<file path="src/rtl/cpuAlu_cfg.svh">
// ALU core configuration.
// Data path sizes, fixed register indices and selector encodings.
`ifndef CPU_ALU_CFG_SVH
`define CPU_ALU_CFG_SVH

`define DATA_WIDTH      16 // Data path width.
`define INSTR_WIDTH     16 // Instruction word width.
`define REG_COUNT       16 // Register file depth.
`define REG_ADDR_WIDTH  4  // Register index width.
`define REG_RA          4'd14 // Fixed register RA.
`define REG_RB          4'd15 // Fixed register RB.

// Instruction group field, bits 15:14.
`define GRP_SYS         2'd0
`define GRP_LDST        2'd1
`define GRP_JUMP        2'd2
`define GRP_ALU         2'd3

// ALU argument mode field, bits 9:8.
`define MODE_REG_REG    2'd0 // Ra, Rb.
`define MODE_REG_U4     2'd1 // Ra, u4.
`define MODE_REGB_U8    2'd2 // RB, u8.
`define MODE_REGA_U8RB  2'd3 // RA, u8.RB.

`define SRCA_SEL_REG_A  1'b0 // Port A read data.

`define SRCB_SEL_REG_B  2'd0 // Port B read data.
`define SRCB_SEL_U4     2'd1 // Zero-extended nibble.
`define SRCB_SEL_U8     2'd2 // Zero-extended byte.
`define SRCB_SEL_U8H    2'd3 // Byte above RB low byte.

`define ADDRA_SEL_ARGA  2'd0
`define ADDRA_SEL_RA    2'd1
`define ADDRA_SEL_RB    2'd2

`define ADDRB_SEL_ARGB  1'b0
`define ADDRB_SEL_RB    1'b1

`endif

</file>
<file path="src/rtl/cpuAluPkg.sv">
// ALU core types.
// Field enumerations and the condition-code flag struct.
`include "cpuAlu_cfg.svh"

package cpuAluPkg;

	typedef enum logic [1:0] {
		GROUP_SYSTEM = `GRP_SYS,
		GROUP_LOADSTORE = `GRP_LDST,
		GROUP_JUMP = `GRP_JUMP,
		GROUP_ARITHLOGIC = `GRP_ALU
	} groupT;

	typedef enum logic [3:0] {
		ALU_MOV, ALU_ADD, ALU_ADC, ALU_SUB, ALU_SBC, ALU_AND, ALU_OR, ALU_XOR,
		ALU_NOT, ALU_SHL, ALU_SHR, ALU_ROL, ALU_ROR, ALU_INC, ALU_DEC, ALU_SWAP
	} aluOpT; // Encoded 0 to 15 in this order.

	typedef enum logic [1:0] {
		ARG_REG_REG = `MODE_REG_REG,
		ARG_REG_U4 = `MODE_REG_U4,
		ARG_REGB_U8 = `MODE_REGB_U8,
		ARG_REGA_U8RB = `MODE_REGA_U8RB
	} argModeT;

	typedef enum logic {SRCA_REG_A = `SRCA_SEL_REG_A} srcAT;

	typedef enum logic [1:0] {
		SRCB_REG_B = `SRCB_SEL_REG_B,
		SRCB_U4 = `SRCB_SEL_U4,
		SRCB_U8 = `SRCB_SEL_U8,
		SRCB_U8H = `SRCB_SEL_U8H
	} srcBT;

	typedef enum logic [1:0] {
		ADDRA_ARGA = `ADDRA_SEL_ARGA,
		ADDRA_RA = `ADDRA_SEL_RA,
		ADDRA_RB = `ADDRA_SEL_RB
	} addrASelT;

	typedef enum logic {ADDRB_ARGB = `ADDRB_SEL_ARGB, ADDRB_RB = `ADDRB_SEL_RB} addrBSelT;

	typedef struct packed {
		logic z; // Zero.
		logic n; // Negative.
		logic c; // Carry, or borrow on subtract.
		logic v; // Signed overflow.
	} flagsT;

endpackage

</file>
<file path="src/rtl/aluExecute.sv">
// ALU execute stage.
// Picks the operands, computes one of sixteen operations with Z/N/C/V
// and registers result and flags at the end of the execute phase.
`include "cpuAlu_cfg.svh"

module aluExecute import cpuAluPkg::*; (
	input  logic CLK,
	input  logic reset,
	input  logic execute,
	input  aluOpT aluOp,
	input  srcAT srcA,
	input  srcBT srcB,
	input  logic [`DATA_WIDTH-1:0] rdA,
	input  logic [`DATA_WIDTH-1:0] rdB,
	input  logic [3:0] argA,
	input  logic [3:0] argB,
	input  logic carryIn,
	output logic [`DATA_WIDTH-1:0] result,
	output flagsT newFlags
);

	localparam int msb = `DATA_WIDTH - 1;
	localparam logic [`DATA_WIDTH:0] oneExt = {{`DATA_WIDTH{1'b0}}, 1'b1};

	logic [`DATA_WIDTH-1:0] opA;
	logic [`DATA_WIDTH-1:0] opB;
	logic [`DATA_WIDTH-1:0] res;
	logic [`DATA_WIDTH:0] sum; // Extra bit is carry or borrow.
	logic [`DATA_WIDTH:0] cinExt;
	logic cOut;
	logic vOut;

	assign opA = (srcA == SRCA_REG_A) ? rdA : '0;
	assign cinExt = {{`DATA_WIDTH{1'b0}}, (aluOp == ALU_ADC || aluOp == ALU_SBC) && carryIn};

	always_comb begin
		case (srcB)
			SRCB_U4: opB = {{(`DATA_WIDTH-4){1'b0}}, argB};
			SRCB_U8: opB = {{(`DATA_WIDTH-8){1'b0}}, argA, argB};
			SRCB_U8H: opB = {argA, argB, rdB[`DATA_WIDTH-9:0]}; // Byte above RB low.
			default: opB = rdB;
		endcase
	end

	always_comb begin
		sum = '0;
		res = '0;
		cOut = 1'b0;
		vOut = 1'b0;
		unique case (aluOp)
			ALU_MOV: res = opB;
			ALU_ADD, ALU_ADC: begin
				sum = {1'b0, opA} + {1'b0, opB} + cinExt;
				res = sum[msb:0];
				cOut = sum[`DATA_WIDTH];
				vOut = (opA[msb] == opB[msb]) && (res[msb] != opA[msb]);
			end
			ALU_SUB, ALU_SBC: begin
				sum = {1'b0, opA} - {1'b0, opB} - cinExt;
				res = sum[msb:0];
				cOut = sum[`DATA_WIDTH]; // Borrow.
				vOut = (opA[msb] != opB[msb]) && (res[msb] != opA[msb]);
			end
			ALU_AND: res = opA & opB;
			ALU_OR: res = opA | opB;
			ALU_XOR: res = opA ^ opB;
			ALU_NOT: res = ~opA;
			ALU_SHL: begin
				res = {opA[msb-1:0], 1'b0};
				cOut = opA[msb]; // Bit shifted out.
			end
			ALU_SHR: begin
				res = {1'b0, opA[msb:1]};
				cOut = opA[0];
			end
			ALU_ROL: begin
				res = {opA[msb-1:0], opA[msb]};
				cOut = opA[msb];
			end
			ALU_ROR: begin
				res = {opA[0], opA[msb:1]};
				cOut = opA[0];
			end
			ALU_INC: begin
				sum = {1'b0, opA} + oneExt;
				res = sum[msb:0];
				cOut = sum[`DATA_WIDTH];
				vOut = ~opA[msb] & res[msb]; // 0x7fff wraps.
			end
			ALU_DEC: begin
				sum = {1'b0, opA} - oneExt;
				res = sum[msb:0];
				cOut = sum[`DATA_WIDTH];
				vOut = opA[msb] & ~res[msb]; // 0x8000 wraps.
			end
			ALU_SWAP: res = {opA[7:0], opA[msb:8]}; // Byte swap.
		endcase
	end

	always_ff @(posedge CLK) begin
		if (reset) begin
			result <= '0;
			newFlags <= '0;
		end else if (execute) begin
			result <= res;
			newFlags <= '{z: (res == '0), n: res[msb], c: cOut, v: vOut};
		end
	end

endmodule

</file>
<file path="src/rtl/aluGroupDecoder.sv">
// ALU group decoder.
// Turns group 3 fields into register-file enables, address selects,
// operand sources and the condition-code load, stepped by phase.
`include "cpuAlu_cfg.svh"

module aluGroupDecoder import cpuAluPkg::*; (
	input  logic CLK,
	input  logic reset,
	input  logic [`INSTR_WIDTH-1:0] instr,
	input  logic fetch,
	input  logic decode,
	input  logic execute,
	input  logic commit,
	output logic regAEn,
	output logic regBEn,
	output logic regAWen,
	output addrASelT regAAddrSel,
	output addrBSelT regBAddrSel,
	output aluOpT aluOp,
	output logic ccLoad,
	output srcAT srcA,
	output srcBT srcB,
	output logic [3:0] argA,
	output logic [3:0] argB
);

	groupT group;
	argModeT argMode;
	logic isAlu;
	logic rdNeedA; // Port A read needed.
	logic rdNeedB; // Port B read needed.
	logic wrNeedA; // Result goes back through port A.

	assign group = groupT'(instr[15:14]);
	assign aluOp = aluOpT'(instr[13:10]);
	assign argMode = argModeT'(instr[9:8]);
	assign argA = instr[7:4];
	assign argB = instr[3:0];
	assign isAlu = (group == GROUP_ARITHLOGIC);

	always_comb begin
		srcA = SRCA_REG_A; // Only source for operand A.
		srcB = SRCB_REG_B;
		regAAddrSel = ADDRA_ARGA;
		regBAddrSel = ADDRB_ARGB;
		rdNeedA = 1'b0;
		rdNeedB = 1'b0;
		wrNeedA = 1'b0;
		if (isAlu) begin
			case (argMode)
				ARG_REG_REG: begin // Ra op Rb.
					rdNeedA = 1'b1;
					rdNeedB = 1'b1;
					wrNeedA = 1'b1;
				end
				ARG_REG_U4: begin // Ra op u4.
					srcB = SRCB_U4;
					rdNeedA = 1'b1;
					wrNeedA = 1'b1;
				end
				ARG_REGB_U8: begin // RB op u8.
					regAAddrSel = ADDRA_RB;
					srcB = SRCB_U8;
					rdNeedA = 1'b1;
					rdNeedB = 1'b1;
					wrNeedA = 1'b1;
				end
				default: begin // RA op u8.RB.
					regAAddrSel = ADDRA_RA;
					regBAddrSel = ADDRB_RB;
					srcB = SRCB_U8H;
					rdNeedA = 1'b1;
					rdNeedB = 1'b1;
					wrNeedA = 1'b1;
				end
			endcase
		end
	end

	always_ff @(posedge CLK) begin
		if (reset) begin
			regAEn <= 1'b0;
			regBEn <= 1'b0;
			regAWen <= 1'b0;
			ccLoad <= 1'b0;
		end else if (fetch) begin
			regAEn <= rdNeedA; // Reads armed for the decode cycle.
			regBEn <= rdNeedB;
			regAWen <= 1'b0; // Drop last instruction's write.
			ccLoad <= 1'b0;
		end else if (decode) begin
			regAEn <= rdNeedA;
			regBEn <= rdNeedB;
		end else if (execute) begin
			regAEn <= rdNeedA;
			regBEn <= rdNeedB;
			ccLoad <= isAlu && (aluOp != ALU_MOV); // MOV keeps the flags.
		end else if (commit) begin
			regAEn <= wrNeedA; // Port A now owned by the write.
			regBEn <= 1'b0;
			regAWen <= wrNeedA;
		end
	end

endmodule

</file>
<file path="src/rtl/cpuAluCore.sv">
// ALU instruction core.
// Sequencer, group 3 decoder, register file, ALU and result stage.
`include "cpuAlu_cfg.svh"

module cpuAluCore import cpuAluPkg::*; (
	input  logic CLK,
	input  logic reset,
	input  logic start,
	input  logic [`INSTR_WIDTH-1:0] instruction,
	output logic busy,
	output logic wbValid,
	output logic [`REG_ADDR_WIDTH-1:0] wbAddr,
	output logic [`DATA_WIDTH-1:0] wbData,
	output flagsT flags
);

	logic [`INSTR_WIDTH-1:0] instr;
	logic fetch;
	logic decode;
	logic execute;
	logic commit;
	logic regAEn;
	logic regBEn;
	logic regAWen;
	logic ccLoad;
	addrASelT regAAddrSel;
	addrBSelT regBAddrSel;
	aluOpT aluOp;
	srcAT srcA;
	srcBT srcB;
	logic [3:0] argA;
	logic [3:0] argB;
	logic [`DATA_WIDTH-1:0] rdA;
	logic [`DATA_WIDTH-1:0] rdB;
	logic [`DATA_WIDTH-1:0] result;
	logic [`REG_ADDR_WIDTH-1:0] writeAddr;
	flagsT newFlags;
	logic carryOut;

	phaseSequencer sequencer (.CLK, .reset, .start, .instruction, .fetch, .decode, .execute,
		.commit, .busy, .instr);

	aluGroupDecoder decoder (.CLK, .reset, .instr, .fetch, .decode, .execute, .commit,
		.regAEn, .regBEn, .regAWen, .regAAddrSel, .regBAddrSel, .aluOp, .ccLoad,
		.srcA, .srcB, .argA, .argB);

	registerFile regFile (.CLK, .reset, .regAEn, .regBEn, .regAAddrSel, .regBAddrSel,
		.argA, .argB, .wbValid, .wbAddr, .wbData, .rdA, .rdB, .writeAddr);

	aluExecute alu (.CLK, .reset, .execute, .aluOp, .srcA, .srcB, .rdA, .rdB, .argA, .argB,
		.carryIn(carryOut), .result, .newFlags);

	resultStage resStage (.CLK, .reset, .commit, .regAWen, .ccLoad, .result, .newFlags,
		.writeAddr, .wbValid, .wbAddr, .wbData, .flags, .carryOut);

endmodule

</file>
<file path="src/rtl/phaseSequencer.sv">
// Instruction phase sequencer.
// Steps one instruction through FETCH, DECODE, EXECUTE, COMMIT and write-back.
`include "cpuAlu_cfg.svh"

module phaseSequencer (
	input  logic CLK,
	input  logic reset,
	input  logic start,
	input  logic [`INSTR_WIDTH-1:0] instruction,
	output logic fetch,
	output logic decode,
	output logic execute,
	output logic commit,
	output logic busy,
	output logic [`INSTR_WIDTH-1:0] instr
);

	// One bit per phase, all clear when idle.
	// Bit 4 is the write-back cycle.
	logic [4:0] phase;
	logic accept;

	assign accept = start & ~busy; // Starts during an instruction are dropped.

	always_ff @(posedge CLK) begin
		if (reset) begin
			phase <= '0;
		end else begin
			phase <= {phase[3:0], accept}; // Advance one phase per cycle.
		end
	end

	always_ff @(posedge CLK) begin
		if (accept) begin
			instr <= instruction; // Held until the next accepted start.
		end
	end

	assign fetch = phase[0];
	assign decode = phase[1];
	assign execute = phase[2];
	assign commit = phase[3];
	assign busy = |phase; // Covers write-back as well.

endmodule

</file>
<file path="src/rtl/registerFile.sv">
// Register file.
// Sixteen registers, two registered read ports and one write port.
`include "cpuAlu_cfg.svh"

module registerFile import cpuAluPkg::*; (
	input  logic CLK,
	input  logic reset,
	input  logic regAEn,
	input  logic regBEn,
	input  addrASelT regAAddrSel,
	input  addrBSelT regBAddrSel,
	input  logic [3:0] argA,
	input  logic [3:0] argB,
	input  logic wbValid,
	input  logic [`REG_ADDR_WIDTH-1:0] wbAddr,
	input  logic [`DATA_WIDTH-1:0] wbData,
	output logic [`DATA_WIDTH-1:0] rdA,
	output logic [`DATA_WIDTH-1:0] rdB,
	output logic [`REG_ADDR_WIDTH-1:0] writeAddr
);

	logic [`DATA_WIDTH-1:0] regs [`REG_COUNT];
	logic [`REG_ADDR_WIDTH-1:0] addrA;
	logic [`REG_ADDR_WIDTH-1:0] addrB;

	always_comb begin
		case (regAAddrSel)
			ADDRA_RA: addrA = `REG_RA;
			ADDRA_RB: addrA = `REG_RB;
			default: addrA = argA;
		endcase
		addrB = (regBAddrSel == ADDRB_RB) ? `REG_RB : argB;
	end

	assign writeAddr = addrA; // Port A is also the write-back target.

	always_ff @(posedge CLK) begin
		if (reset) begin
			for (int i = 0; i < `REG_COUNT; i++) begin
				regs[i] <= '0;
			end
		end else if (wbValid) begin
			regs[wbAddr] <= wbData;
		end
	end

	always_ff @(posedge CLK) begin
		if (regAEn) rdA <= regs[addrA]; // Old value on a same-cycle write.
		if (regBEn) rdB <= regs[addrB];
	end

endmodule

</file>
<file path="src/rtl/resultStage.sv">
// Result stage.
// Register write-back pulse, address and data, plus the flag register.
`include "cpuAlu_cfg.svh"

module resultStage import cpuAluPkg::*; (
	input  logic CLK,
	input  logic reset,
	input  logic commit,
	input  logic regAWen,
	input  logic ccLoad,
	input  logic [`DATA_WIDTH-1:0] result,
	input  flagsT newFlags,
	input  logic [`REG_ADDR_WIDTH-1:0] writeAddr,
	output logic wbValid,
	output logic [`REG_ADDR_WIDTH-1:0] wbAddr,
	output logic [`DATA_WIDTH-1:0] wbData,
	output flagsT flags,
	output logic carryOut
);

	logic commitSeen; // High only in the cycle after commit.

	always_ff @(posedge CLK) begin
		if (reset) begin
			commitSeen <= 1'b0;
			flags <= '0;
		end else begin
			commitSeen <= commit;
			if (commit && ccLoad) flags <= newFlags; // Visible with wbValid.
		end
	end

	always_ff @(posedge CLK) begin
		if (commit) begin
			wbAddr <= writeAddr;
			wbData <= result;
		end
	end

	assign wbValid = regAWen & commitSeen; // Write enable lingers, pulse does not.
	assign carryOut = flags.c; // For ADC and SBC.

endmodule

</file>
<file path="config.mk">
export PLATFORM = sky130hd
export DESIGN_NAME = cpuAluCore
export DESIGN_NICKNAME = d
export VERILOG_FILES = /design/src/rtl/cpuAluPkg.sv /design/src/rtl/aluExecute.sv /design/src/rtl/aluGroupDecoder.sv /design/src/rtl/cpuAluCore.sv /design/src/rtl/phaseSequencer.sv /design/src/rtl/registerFile.sv /design/src/rtl/resultStage.sv
export VERILOG_INCLUDE_DIRS = /design/src /design/src/rtl
export SDC_FILE = /design/constraint.sdc
export NUM_CORES = 1
export LEC_CHECK = 0
export BUFFER_PORTS_ARGS = -buffer_cell sky130_fd_sc_hd__buf_2
export CORE_MARGIN = 5
export CORE_UTILIZATION = 50
export CTS_CLUSTER_DIAMETER = 100
export DETAILED_ROUTE_END_ITERATION = 8
export GPL_ROUTABILITY_DRIVEN = 0
export PLACE_DENSITY_LB_ADDON = 0.12
export SLEW_MARGIN = 0
export SYNTH_ARGS = -nofsm -noshare
export SYNTH_HDL_FRONTEND = slang
export SYNTH_HIERARCHICAL = 1
export SYNTH_SLANG_ARGS = --single-unit
</file>
<file path="constraint.sdc">
create_clock -name CLK -period 5.71 [get_ports CLK]
set_clock_uncertainty 0.2 [all_clocks]
set_input_delay 0.2855 -clock CLK [delete_from_list [all_inputs] [get_ports CLK]]
set_output_delay 0.2855 -clock CLK [all_outputs]
set_load 0.01 [all_outputs]
</file>
* Word level (Yosys, flattened, before mapping)
Memory sizes are Yosys's and may differ from the RTL's. A register that Yosys moved wholly into a read port is not among the register bits. Index checks and enable logic that the tools add are counted. Widths: inputs -> output; s select.
Operators by class: $add $sub $neg 6, multipliers 0, div/mod/pow operators 0, order comparisons 0, equality and inequality tests 27, shift-type cells 0, muxes and demuxes 31, bitwise operators 13, reduce and logical (&&, ||, !) cells 22
Operator list (number):
- $pmux 16 s14 | 1
- $pmux 16 s3 | 1
- $eq 4x4->1 const B | 8
- $mux 1 | 19
- $add 16x1->17 const B | 1
- $add 16x16->17 | 1
- $add 17x1->17 | 1
- $sub 16x1->17 const B | 1
- $sub 16x16->17 | 1
- $sub 17x1->17 | 1
- $and 16x16->16 | 1
- $eq 4x3->1 const B | 4
- $logic_not 16->1 | 1
- $mux 16 | 1
- $not 16->16 | 1
- $or 16x16->16 | 1
- $reduce_or 16->1 | 1
- $xor 16x16->16 | 1
- $reduce_or 2->1 | 6
- $eq 2x2->1 const B | 5
- $eq 4x2->1 const B | 2
- $mux 4 | 2
- $pmux 4 s2 | 1
- $reduce_bool 4->1 | 2
- 19 further kinds | 35
Word-level totals: register bits 70, latch bits 0, RAM bits 256, bits in read-only memories 0, bits of input ports 19, word-level logic and storage cells 118, memories 1
Memories:
- regFile.regs | words 16, width 16, rd ports 2, clocked after Yosys merged registers in 2, write ports 16, RTL line registerFile.sv:22 | logic [`DATA_WIDTH-1:0] regs [`REG_COUNT];

* Depth between registers and ports, before layout
Gate-level depths: netlist of the first run.
depth in word-level cells 10, mapped depth 19, depth with buffers taken out 17

* Cells and area by module
The synthesis of the first run kept the hierarchy.
By module, submodules not included:
- registerFile | times used 1, cells an instance 1262, area each 15620.0 µm², sequential area each 8648.3 µm²
- aluExecute | times used 1, cells an instance 758, area each 5471.5 µm², sequential area each 380.4 µm²
- resultStage | times used 1, cells an instance 42, area each 817.0 µm², sequential area each 700.7 µm²
- phaseSequencer | times used 1, cells an instance 30, area each 639.4 µm², sequential area each 580.6 µm²
- aluGroupDecoder | times used 1, cells an instance 40, area each 332.8 µm², sequential area each 80.1 µm²

* Least setup slack after synthesis of the first run
OpenSTA, ideal clock, no wires.
kind register -> register, from reg sequencer.instr[8], to reg, netlist name alu/newFlags[3], setup time 92 ps, arrival 4169 ps, data required time 5418 ps, path slack 1249 ps, stages on the path, launching flop included 18, path through edfxtp_1 and3_1 clkbuf_1 xnor2_1 mux2i_1 xor2_1 ha_1 a21o_1 ha_1 nand3b_1 a211oi_1 a221oi_4 xnor2_1 a2111oi_0 a22oi_1 nor4_2 nand4b_1 o32ai_1
Between the ends: longest elaborated chain between the ends 9, elaborated cells on any way between the ends 18, classes of those cells add/sub: 4; eq/ne: 5; mux: 4; bitwise: 3; reduce/logical: 2
Ends and longest elaborated chain:
- start: declaration | RTL line phaseSequencer.sv:15 | output logic [`INSTR_WIDTH-1:0] instr
- start signal: assignment | RTL line phaseSequencer.sv:35 | instr <= instruction;
- $eq 2x2->1 (tied with other cells) | RTL line aluGroupDecoder.sv:50 | case (argMode)
- $pmux 2 s3 (*) | RTL line aluGroupDecoder.sv:50
- $mux 2 (*) | RTL line aluGroupDecoder.sv:49 | if (isAlu) begin
- named net srcB[0] | RTL line cpuAluCore.sv:30 | srcBT srcB;
- $eq 2x2->1 / $eq 2x1->1 (equally long branches) | RTL line aluExecute.sv:37 | case (srcB)
- $pmux 16 s3 (*) | RTL line aluExecute.sv:37
- $sub 16x16->17 / $add 16x16->17 (equally long branches) | RTL line aluExecute.sv:59, aluExecute.sv:53
- $sub 17x1->17 / $add 17x1->17 (equally long branches) | RTL line aluExecute.sv:59, aluExecute.sv:53
- $pmux 16 s14 (*) | RTL line aluExecute.sv:50 | unique case (aluOp)
- $logic_not 16->1 (*) | RTL line aluExecute.sv:106 | newFlags <= '{z: (res == '0), n: res[msb], c: cOut, v: vOut};
The timed path passes the listed nets; every way through them passes the cells marked *. A chain may end at the register's enable or synchronous reset.

* Final worst setup path of the first run
from reg sequencer.instr[8], to reg, netlist name alu/newFlags[3]
Between the ends: longest elaborated chain between the ends 9, elaborated cells on any way between the ends 18, classes of those cells add/sub: 4; eq/ne: 5; mux: 4; bitwise: 3; reduce/logical: 2
Ends and longest elaborated chain (RTL line):
- $eq 2x2->1 (tied with other cells) | aluGroupDecoder.sv:50
- $pmux 2 s3 (*) | aluGroupDecoder.sv:50
- $mux 2 (*) | aluGroupDecoder.sv:49
- named net srcB[0] | cpuAluCore.sv:30
- $eq 2x2->1 / $eq 2x1->1 (equally long branches) | aluExecute.sv:37
- $pmux 16 s3 (*) | aluExecute.sv:37
- $sub 16x16->17 / $add 16x16->17 (equally long branches) | aluExecute.sv:59, aluExecute.sv:53
- $sub 17x1->17 / $add 17x1->17 (equally long branches) | aluExecute.sv:59, aluExecute.sv:53
- $pmux 16 s14 (*) | aluExecute.sv:50
- $logic_not 16->1 (*) | aluExecute.sv:106
Marks and branches as above.

==> results of run 1 <==
[metrics by stage]
step | setup WS (ps) | utilization
after CTS | 717.8 | 0.5452
final | 607.8 | 0.5453
after global placement | 852.2 | 0.5136
after detailed placement | 774.6 | 0.5136
after floorplan | 1249 | -
after global routing | 431.0 | 0.5452
[state kept, by name, summed over array words and instances (netlist names), 3 cells and up]
name and cells:
regFile/regs 256, alu/result 16, regFile/rdA 16, regFile/rdB 16, resStage/wbData 16, sequencer/instr 16, sequencer/phase 5, resStage/wbAddr 4
alu/newFlags 3, resStage/flags 3
[critical path: stages (launching register included)]
cell,delay [ps]
edfxtp_1,380
and3_1,340
mux2_2,370
a22oi_1,330
inv_1,140
ha_1,430
inv_1,110
ha_1,340
nor2_1,50
a211oi_1,650
a221oi_4,170
xnor2_1,200
a2111oi_0,420
a22oi_1,170
nor4_2,410
nand4b_1,150
o32ai_1,140
[how the worst max path moves through the flow]
| stage | start | end | slack (ps) | cells after the start |
|---|---|---|---|---|
| 2_1_floorplan | sequencer/instr[8]$_DFFE_PP_ | alu/newFlags[3]$_SDFFE_PP0P_ | 1250 | 17 |
| 3_3_place_gp | sequencer/instr[8]$_DFFE_PP_ | alu/newFlags[3]$_SDFFE_PP0P_ | 850 | 17 |
| 3_5_place_dp | sequencer/instr[8]$_DFFE_PP_ | alu/newFlags[3]$_SDFFE_PP0P_ | 770 | 17 |
| 4_1_cts | sequencer/instr[8]$_DFFE_PP_ | alu/newFlags[3]$_SDFFE_PP0P_ | 720 | 17 |
| 5_1_grt | sequencer/instr[8]$_DFFE_PP_ | alu/newFlags[3]$_SDFFE_PP0P_ | 430 | 17 |
| 6_report | sequencer/instr[8]$_DFFE_PP_ | alu/newFlags[3]$_SDFFE_PP0P_ | 610 | 16 |
[power by group through the flow]
| stage | combinational (mW) | sequential, mW | clock [mW] |
|---|---|---|---|
| after floorplan | 0.808 | 3.03 | 0 |
| after global placement | 1.14 | 3.06 | 0 |
| after detailed placement | 1.14 | 3.06 | 0 |
| after CTS | 1.16 | 3.01 | 2.53 |
| after global routing | 1.25 | 3.02 | 2.63 |
| final | 1.20 | 3.01 | 2.50 |
[final cells by class]
cell class,count,area [µm²],area share
multi-input cells,1520,11260,0.4559
flip-flops and latches,357,10390,0.4208
clock buffers,58,1162,0.04708
repair buffers,109,753.2,0.03051
well taps,600,750.7,0.03040
inverters,77,289.0,0.01171
clock inverters,17,87.58,0.003547
diodes,1,2.502,0.0001013
[logic make-up (layout without fill, tap and decap cells)]
family / Yosys count / in the layout / synth area share
and+or+nand+nor: 696 / 696 / 0.1742
other: 1 / 2 / 0.0001639
muxes: 213 / 213 / 0.1066
AOI/OAI and AO/OA: 502 / 502 / 0.1562
DFF: 357 / 357 / 0.4541
buffers and inverters: 255 / 261 / 0.05523
adders and majority gates: 68 / 68 / 0.03817
xor gates and xnor gates: 40 / 40 / 0.01531
[layer usage]
| layer | part of all wire | track usage |
|---|---|---|
| met1 | 0.39 | 0.4167 |
| met2 | 0.45 | 0.5004 |
| met5 | 0 | 0 |
| met3 | 0.096 | 0.06460 |
| met4 | 0.070 | 0.1812 |
[layout by cell type, fill, tap and decap left out, drive strengths merged, types with 18 or more instances in the layout]
| cell type | n |
|---|---|
| nor2 | 91 |
| mux2i | 135 |
| and2 | 262 |
| a22oi | 40 |
| nand2b | 24 |
| o211ai | 25 |
| nand2 | 95 |
| inv | 77 |
| buf | 91 |
| a211oi | 25 |
| mux2 | 62 |
| xnor2 | 26 |
| nor2b | 71 |
| o22ai | 36 |
| o21ai | 110 |
| dlygate4sd3 | 18 |
| a2111oi | 20 |
| edfxtp | 324 |
| ha | 65 |
| dfxtp | 33 |
| nor3 | 37 |
| or2 | 18 |
| a21oi | 65 |
| nand3 | 30 |
| a221oi | 36 |
| clkbuf | 58 |
==> impl_metrics.py, run 1 <==
metrics = {
    "grt": {
        "grt.total_usage": 0.3198,
        "grt_pass1_vias": 17420,
        "grt_pass1_wl_um": 119500,
        "grt_max_degree": 67,
        "antenna_found_initial": 1,
        "overflow": 0,
    },
    "worst_setup_path": {
        "rrSetupSlack_ps": 610,
        "cp_max_fo": 7,
        "cp.required_ps": 5980,
        "r2r.worst_path.cells": 16,
        "arrival_ps": 5370,
        "worstReg2RegStart": "sequencer/instr[8]$_DFFE_PP_",
        "reg2reg_to": "alu/newFlags[3]$_SDFFE_PP0P_",
        "critPathKind": "reg2reg",
        "critPathCaptureType": "register",
        "cp-start-kind": "register",
    },
    "clock_network": {
        "cts_root_buffer": "clkbuf_16",
        "clockBufferDepth": 3,
        "cts_resized": 0,
        "clk_latency_ps": 580,
        "cts_num_sinks": 357,
        "htreeDepth": 2,
        "cts_setup_buffers": 0,
        "clkSlewWorstSetupHoldPaths_ps": 60,
        "cts_buffers": 41,
        "cts-hold-fix-buffers": 18,
        "cts_tree": "built",
    },
    "floorplan": {
        "fp.dieH_um": 223.9,
        "pin_count": 45,
        "die_area_um2": 50140,
        "fp.coreArea_um2": 45280,
        "rows": 78,
        "die_w_um": 223.9,
        "initial_core_util": 0.5053,
    },
    "sta": {
        "rsz0062_at_grt": "no",
        "slew_viol_final": 0,
        "setup_viol": 0,
        "maxSlewHeadroom": 0.1560,
        "hold_viol": 0,
        "period_share": 0.8936,
        "setup-tns-final_ps": 0,
        "fin_hold_ws_ps": 230.5,
        "max_slew.worst_pin.slew_ps": 1234,
        "clock.fmax_mhz": 196.0,
        "fin_crit_ps": 5102,
    },
    "yosys": {
        "syn-num-nets": 2219,
        "ys_top_cells_by_count": "edfxtp_1, and2_1, mux2i_1, o21ai_0, nand2_1",
        "synth_cell_types": 102,
        "synth.largest_area_cell": "edfxtp_1",
        "synth_most_common_cell": "edfxtp_1",
        "synthArstFlopShare": 0,
        "syn_area_um2": 22880,
        "synth_ff_type": "edfxtp_1",
        "ys_warn_count": 6,
        "syn-instance-count": 2132,
        "yosysTopAreaCellShare": 0.4252,
        "synth_edf_count": 324,
        "ys_seq_elements": 357,
        "synth_area_leaders": "edfxtp_1, and2_1, mux2i_1",
        "ys_seq_area_frac": 0.4541,
        "synth.avg_cell_area_um2": 10.73,
    },
    "min_path": {
        "min_path_cells": 0,
        "hold_path.class": "reg2reg",
        "hold_end": "resStage/wbData[1]$_DFFE_PP_",
        "hold_start": "alu/result[1]$_SDFFE_PP0P_",
    },
    "placement": {
        "dp_cells": 2645,
        "placed_cell_area_um2": 23260,
        "io_buffers": 44,
        "hpwl_um": 56350,
    },
    "pwr": {
        "power_mw": 6.707,
        "peakVddDrop_uv": 279.5,
        "p_int_mw": 4.773,
        "power_switching_share": 0.2884,
        "pwr_density_cell_nw_per_um2": 271.6,
        "combinationalPowerShare": 0.179,
        "power_switching_mw": 1.934,
        "seqPwrFrac": 0.449,
        "p_clk_frac": 0.372,
        "p_leak_nw": 9.356,
    },
    "routing": {
        "num_vias": 18400,
        "drc": 0,
        "drt-pass1-iter-count": 6,
        "ant_nets": 0,
        "wl_per_cell_um": 30.41,
        "totalWireLength_um": 83300,
        "drtIter0Drc": 2877,
        "vias_per_cell": 6.716,
    },
    "outcome": {
        "outcome": "finished, final reports clean",
    },
    "finish": {
        "stdcell_area_um2": 24690,
        "fill_cells": 3986,
        "layout.nets": 2193,
        "final_cells": 2739,
        "drive_above_1_share": 0.1268,
        "area_delta_synth_final_pct": 7.913,
    },
    "flow_run": {
        "max_cap_violations": 0,
    },
}
Power figures use the tool's default switching activity.
==> run 2, diff against run 1 <==
- HOLD_SLACK_MARGIN: unset -> 0.03
- PLACE_DENSITY: unset -> 0.66
- PLACE_DENSITY_LB_ADDON: 0.12 -> unset
==> run 2 against run 1 <==
Worst hold slack lost 1.2 ps. Power increased by 1.2%. Die area unchanged. Cell area about the same. Largest power group unchanged. Clock-buffer cell count fell by 4. Critical path type unchanged. Clock power is 4% higher. Sequential share of layout area is essentially flat. Routed wire length shrank 6.7%.
==> impl_metrics.py, run 2 (synthesis results as in run 1) <==
metrics = {
    "outcome": {
        "outcome": "finished, final reports clean",
    },
    "worst_setup_path": {
        "cp.required_ps": 5980,
        "critPathKind": "reg2reg",
        "worstReg2RegStart": "sequencer/instr[8]$_DFFE_PP_",
        "arrival_ps": 5440,
        "crit_path_start": "sequencer/instr[8]$_DFFE_PP_",
        "cp-start-kind": "register",
        "critPathCaptureType": "register",
        "cp_max_fo": 7,
    },
    "clock_network": {
        "clk_latency_ps": 570,
        "htreeDepth": 2,
        "cts_setup_buffers": 0,
        "cts_root_buffer": "clkbuf_16",
        "cts_tree": "built",
        "cts_num_sinks": 357,
        "clkSlewWorstSetupHoldPaths_ps": 60,
        "cts_buffers": 40,
        "clockBufferDepth": 3,
    },
    "grt": {
        "grt_max_degree": 72,
        "antenna_found_initial": 1,
        "grt_pass1_vias": 17340,
        "grt_pass1_wl_um": 113200,
        "grt.total_usage": 0.2989,
        "overflow": 0,
    },
    "flow_run": {
        "max_cap_violations": 0,
    },
    "floorplan": {
        "rows": 78,
        "pin_count": 45,
        "fp.dieH_um": 223.9,
        "die_area_um2": 50140,
        "fp.coreArea_um2": 45280,
        "die_w_um": 223.9,
        "initial_core_util": 0.5053,
    },
    "finish": {
        "diodes": 0,
        "final_cells": 2730,
        "drive_above_1_share": 0.1263,
        "area_delta_synth_final_pct": 8.006,
        "final_common_cell": "edfxtp_1",
        "regMostFlops": "regFile/regs",
        "final_cell_mix": "edfxtp_1, and2_1, mux2i_1",
        "layout.nets": 2187,
        "largest_reg_flops": 256,
    },
    "pwr": {
        "power_switching_mw": 1.922,
        "p_leak_nw": 9.357,
        "power_switching_share": 0.2831,
        "peakVddDrop_uv": 257.9,
        "p_clk_frac": 0.381,
        "pwr_density_cell_nw_per_um2": 274.8,
        "power_mw": 6.791,
        "seqPwrFrac": 0.443,
        "combinationalPowerShare": 0.176,
        "p_int_mw": 4.869,
    },
    "sta": {
        "period_share": 0.9059,
        "setup_viol": 0,
        "hold_viol": 0,
        "fin_crit_ps": 5173,
        "maxSlewHeadroom": 0.05308,
        "setup-tns-final_ps": 0,
        "slew_viol_final": 0,
        "max_slew.worst_pin.slew_ps": 1413,
        "clock.fmax_mhz": 193.3,
        "rsz0062_at_grt": "no",
    },
    "placement": {
        "hpwl_um": 52490,
        "io_buffers": 44,
        "dp_cells": 2640,
    },
    "routing": {
        "ant_nets": 0,
        "vias_per_cell": 6.696,
        "wl_per_cell_um": 28.48,
        "totalWireLength_um": 77750,
        "drc": 0,
        "num_vias": 18280,
        "drt-pass1-iter-count": 8,
        "drtIter0Drc": 2418,
    },
    "min_path": {
        "hold_path.class": "reg2reg",
        "hold_start": "alu/result[1]$_SDFFE_PP0P_",
    },
}
[run 2: cell types whose count changed in the layout (fill, tap and decap cells not counted), moves of 2 or more]
| cell | previous run | this run |
|---|---|---|
| buf_4 | 47 | 42 |
| bufinv_16 | 0 | 3 |
| clkbuf_1 | 12 | 10 |
| clkinv_1 | 9 | 5 |
[run 2: final timing paths]
path                                                     end  slack, ps  cells after the start
worst max-delay path            alu/newFlags[3]$_SDFFE_PP0P_        540                     16
worst min-delay path            resStage/wbData[1]$_DFFE_PP_        230                      0
worst max register to register  alu/newFlags[3]$_SDFFE_PP0P_        540                     16
worst min register to register  resStage/wbData[1]$_DFFE_PP_        230                      0
[run 2: timing repair]
action                    CTS  global route
resized for setup           0             0
hold endpoints to repair   19             0
hold buffers               18             0
[run 2: power by group through the flow]
stage	clock network [mW]	registers, mW	logic, mW
2_1_floorplan	0	3.03	0.808
3_3_place_gp	0	3.05	1.12
3_5_place_dp	0	3.06	1.13
4_1_cts	2.61	3.00	1.15
5_1_grt	2.71	3.01	1.24
6_report	2.59	3.01	1.19
[run 2: stage by stage]
stage	utilization	setup WS, ps	hold WS [ps]	cell area (µm²)
CTS	0.5457	590.0	214.9	24710
detailed placement	0.5129	627.0	212.6	23230
finish	0.5457	537.1	229.3	24710
global route	0.5457	189.9	223.1	24710
floorplan	-	1249	154.6	22880
global placement	0.5129	797.3	216.0	23230
[run 2: final cells by class]
class,count,area [µm²]
tap,600,750.7
sequential,357,10390
timing repair buffer,104,715.7
clock buffer,54,1116
fill,3946,20570
clock inverter,18,190.2
inverter,77,289.0
multi-input combinational,1520,11260
[run 2: per-layer routing]
layer / part of all wire / up-vias / track usage
met5: 0 / - / 0
met4: 0.063 / 0 / 0.1516
met3: 0.099 / 242 / 0.05556
met2: 0.45 / 1189 / 0.4637
met1: 0.39 / 8959 / 0.4039
li1: - / 7889 / -
[run 2: critical path, cell delays in order, from the launching register on]
cell       delay, ps
edfxtp_1         420
and3_1           300
xnor2_1          500
mux2i_1          380
inv_1            110
ha_1             380
inv_1            130
ha_1             380
nor3_1            70
a211oi_1         610
a221oi_4         170
xnor2_1          170
a2111oi_0        420
a22oi_1          170
nor4_2           410
nand4b_1         140
o32ai_1          130
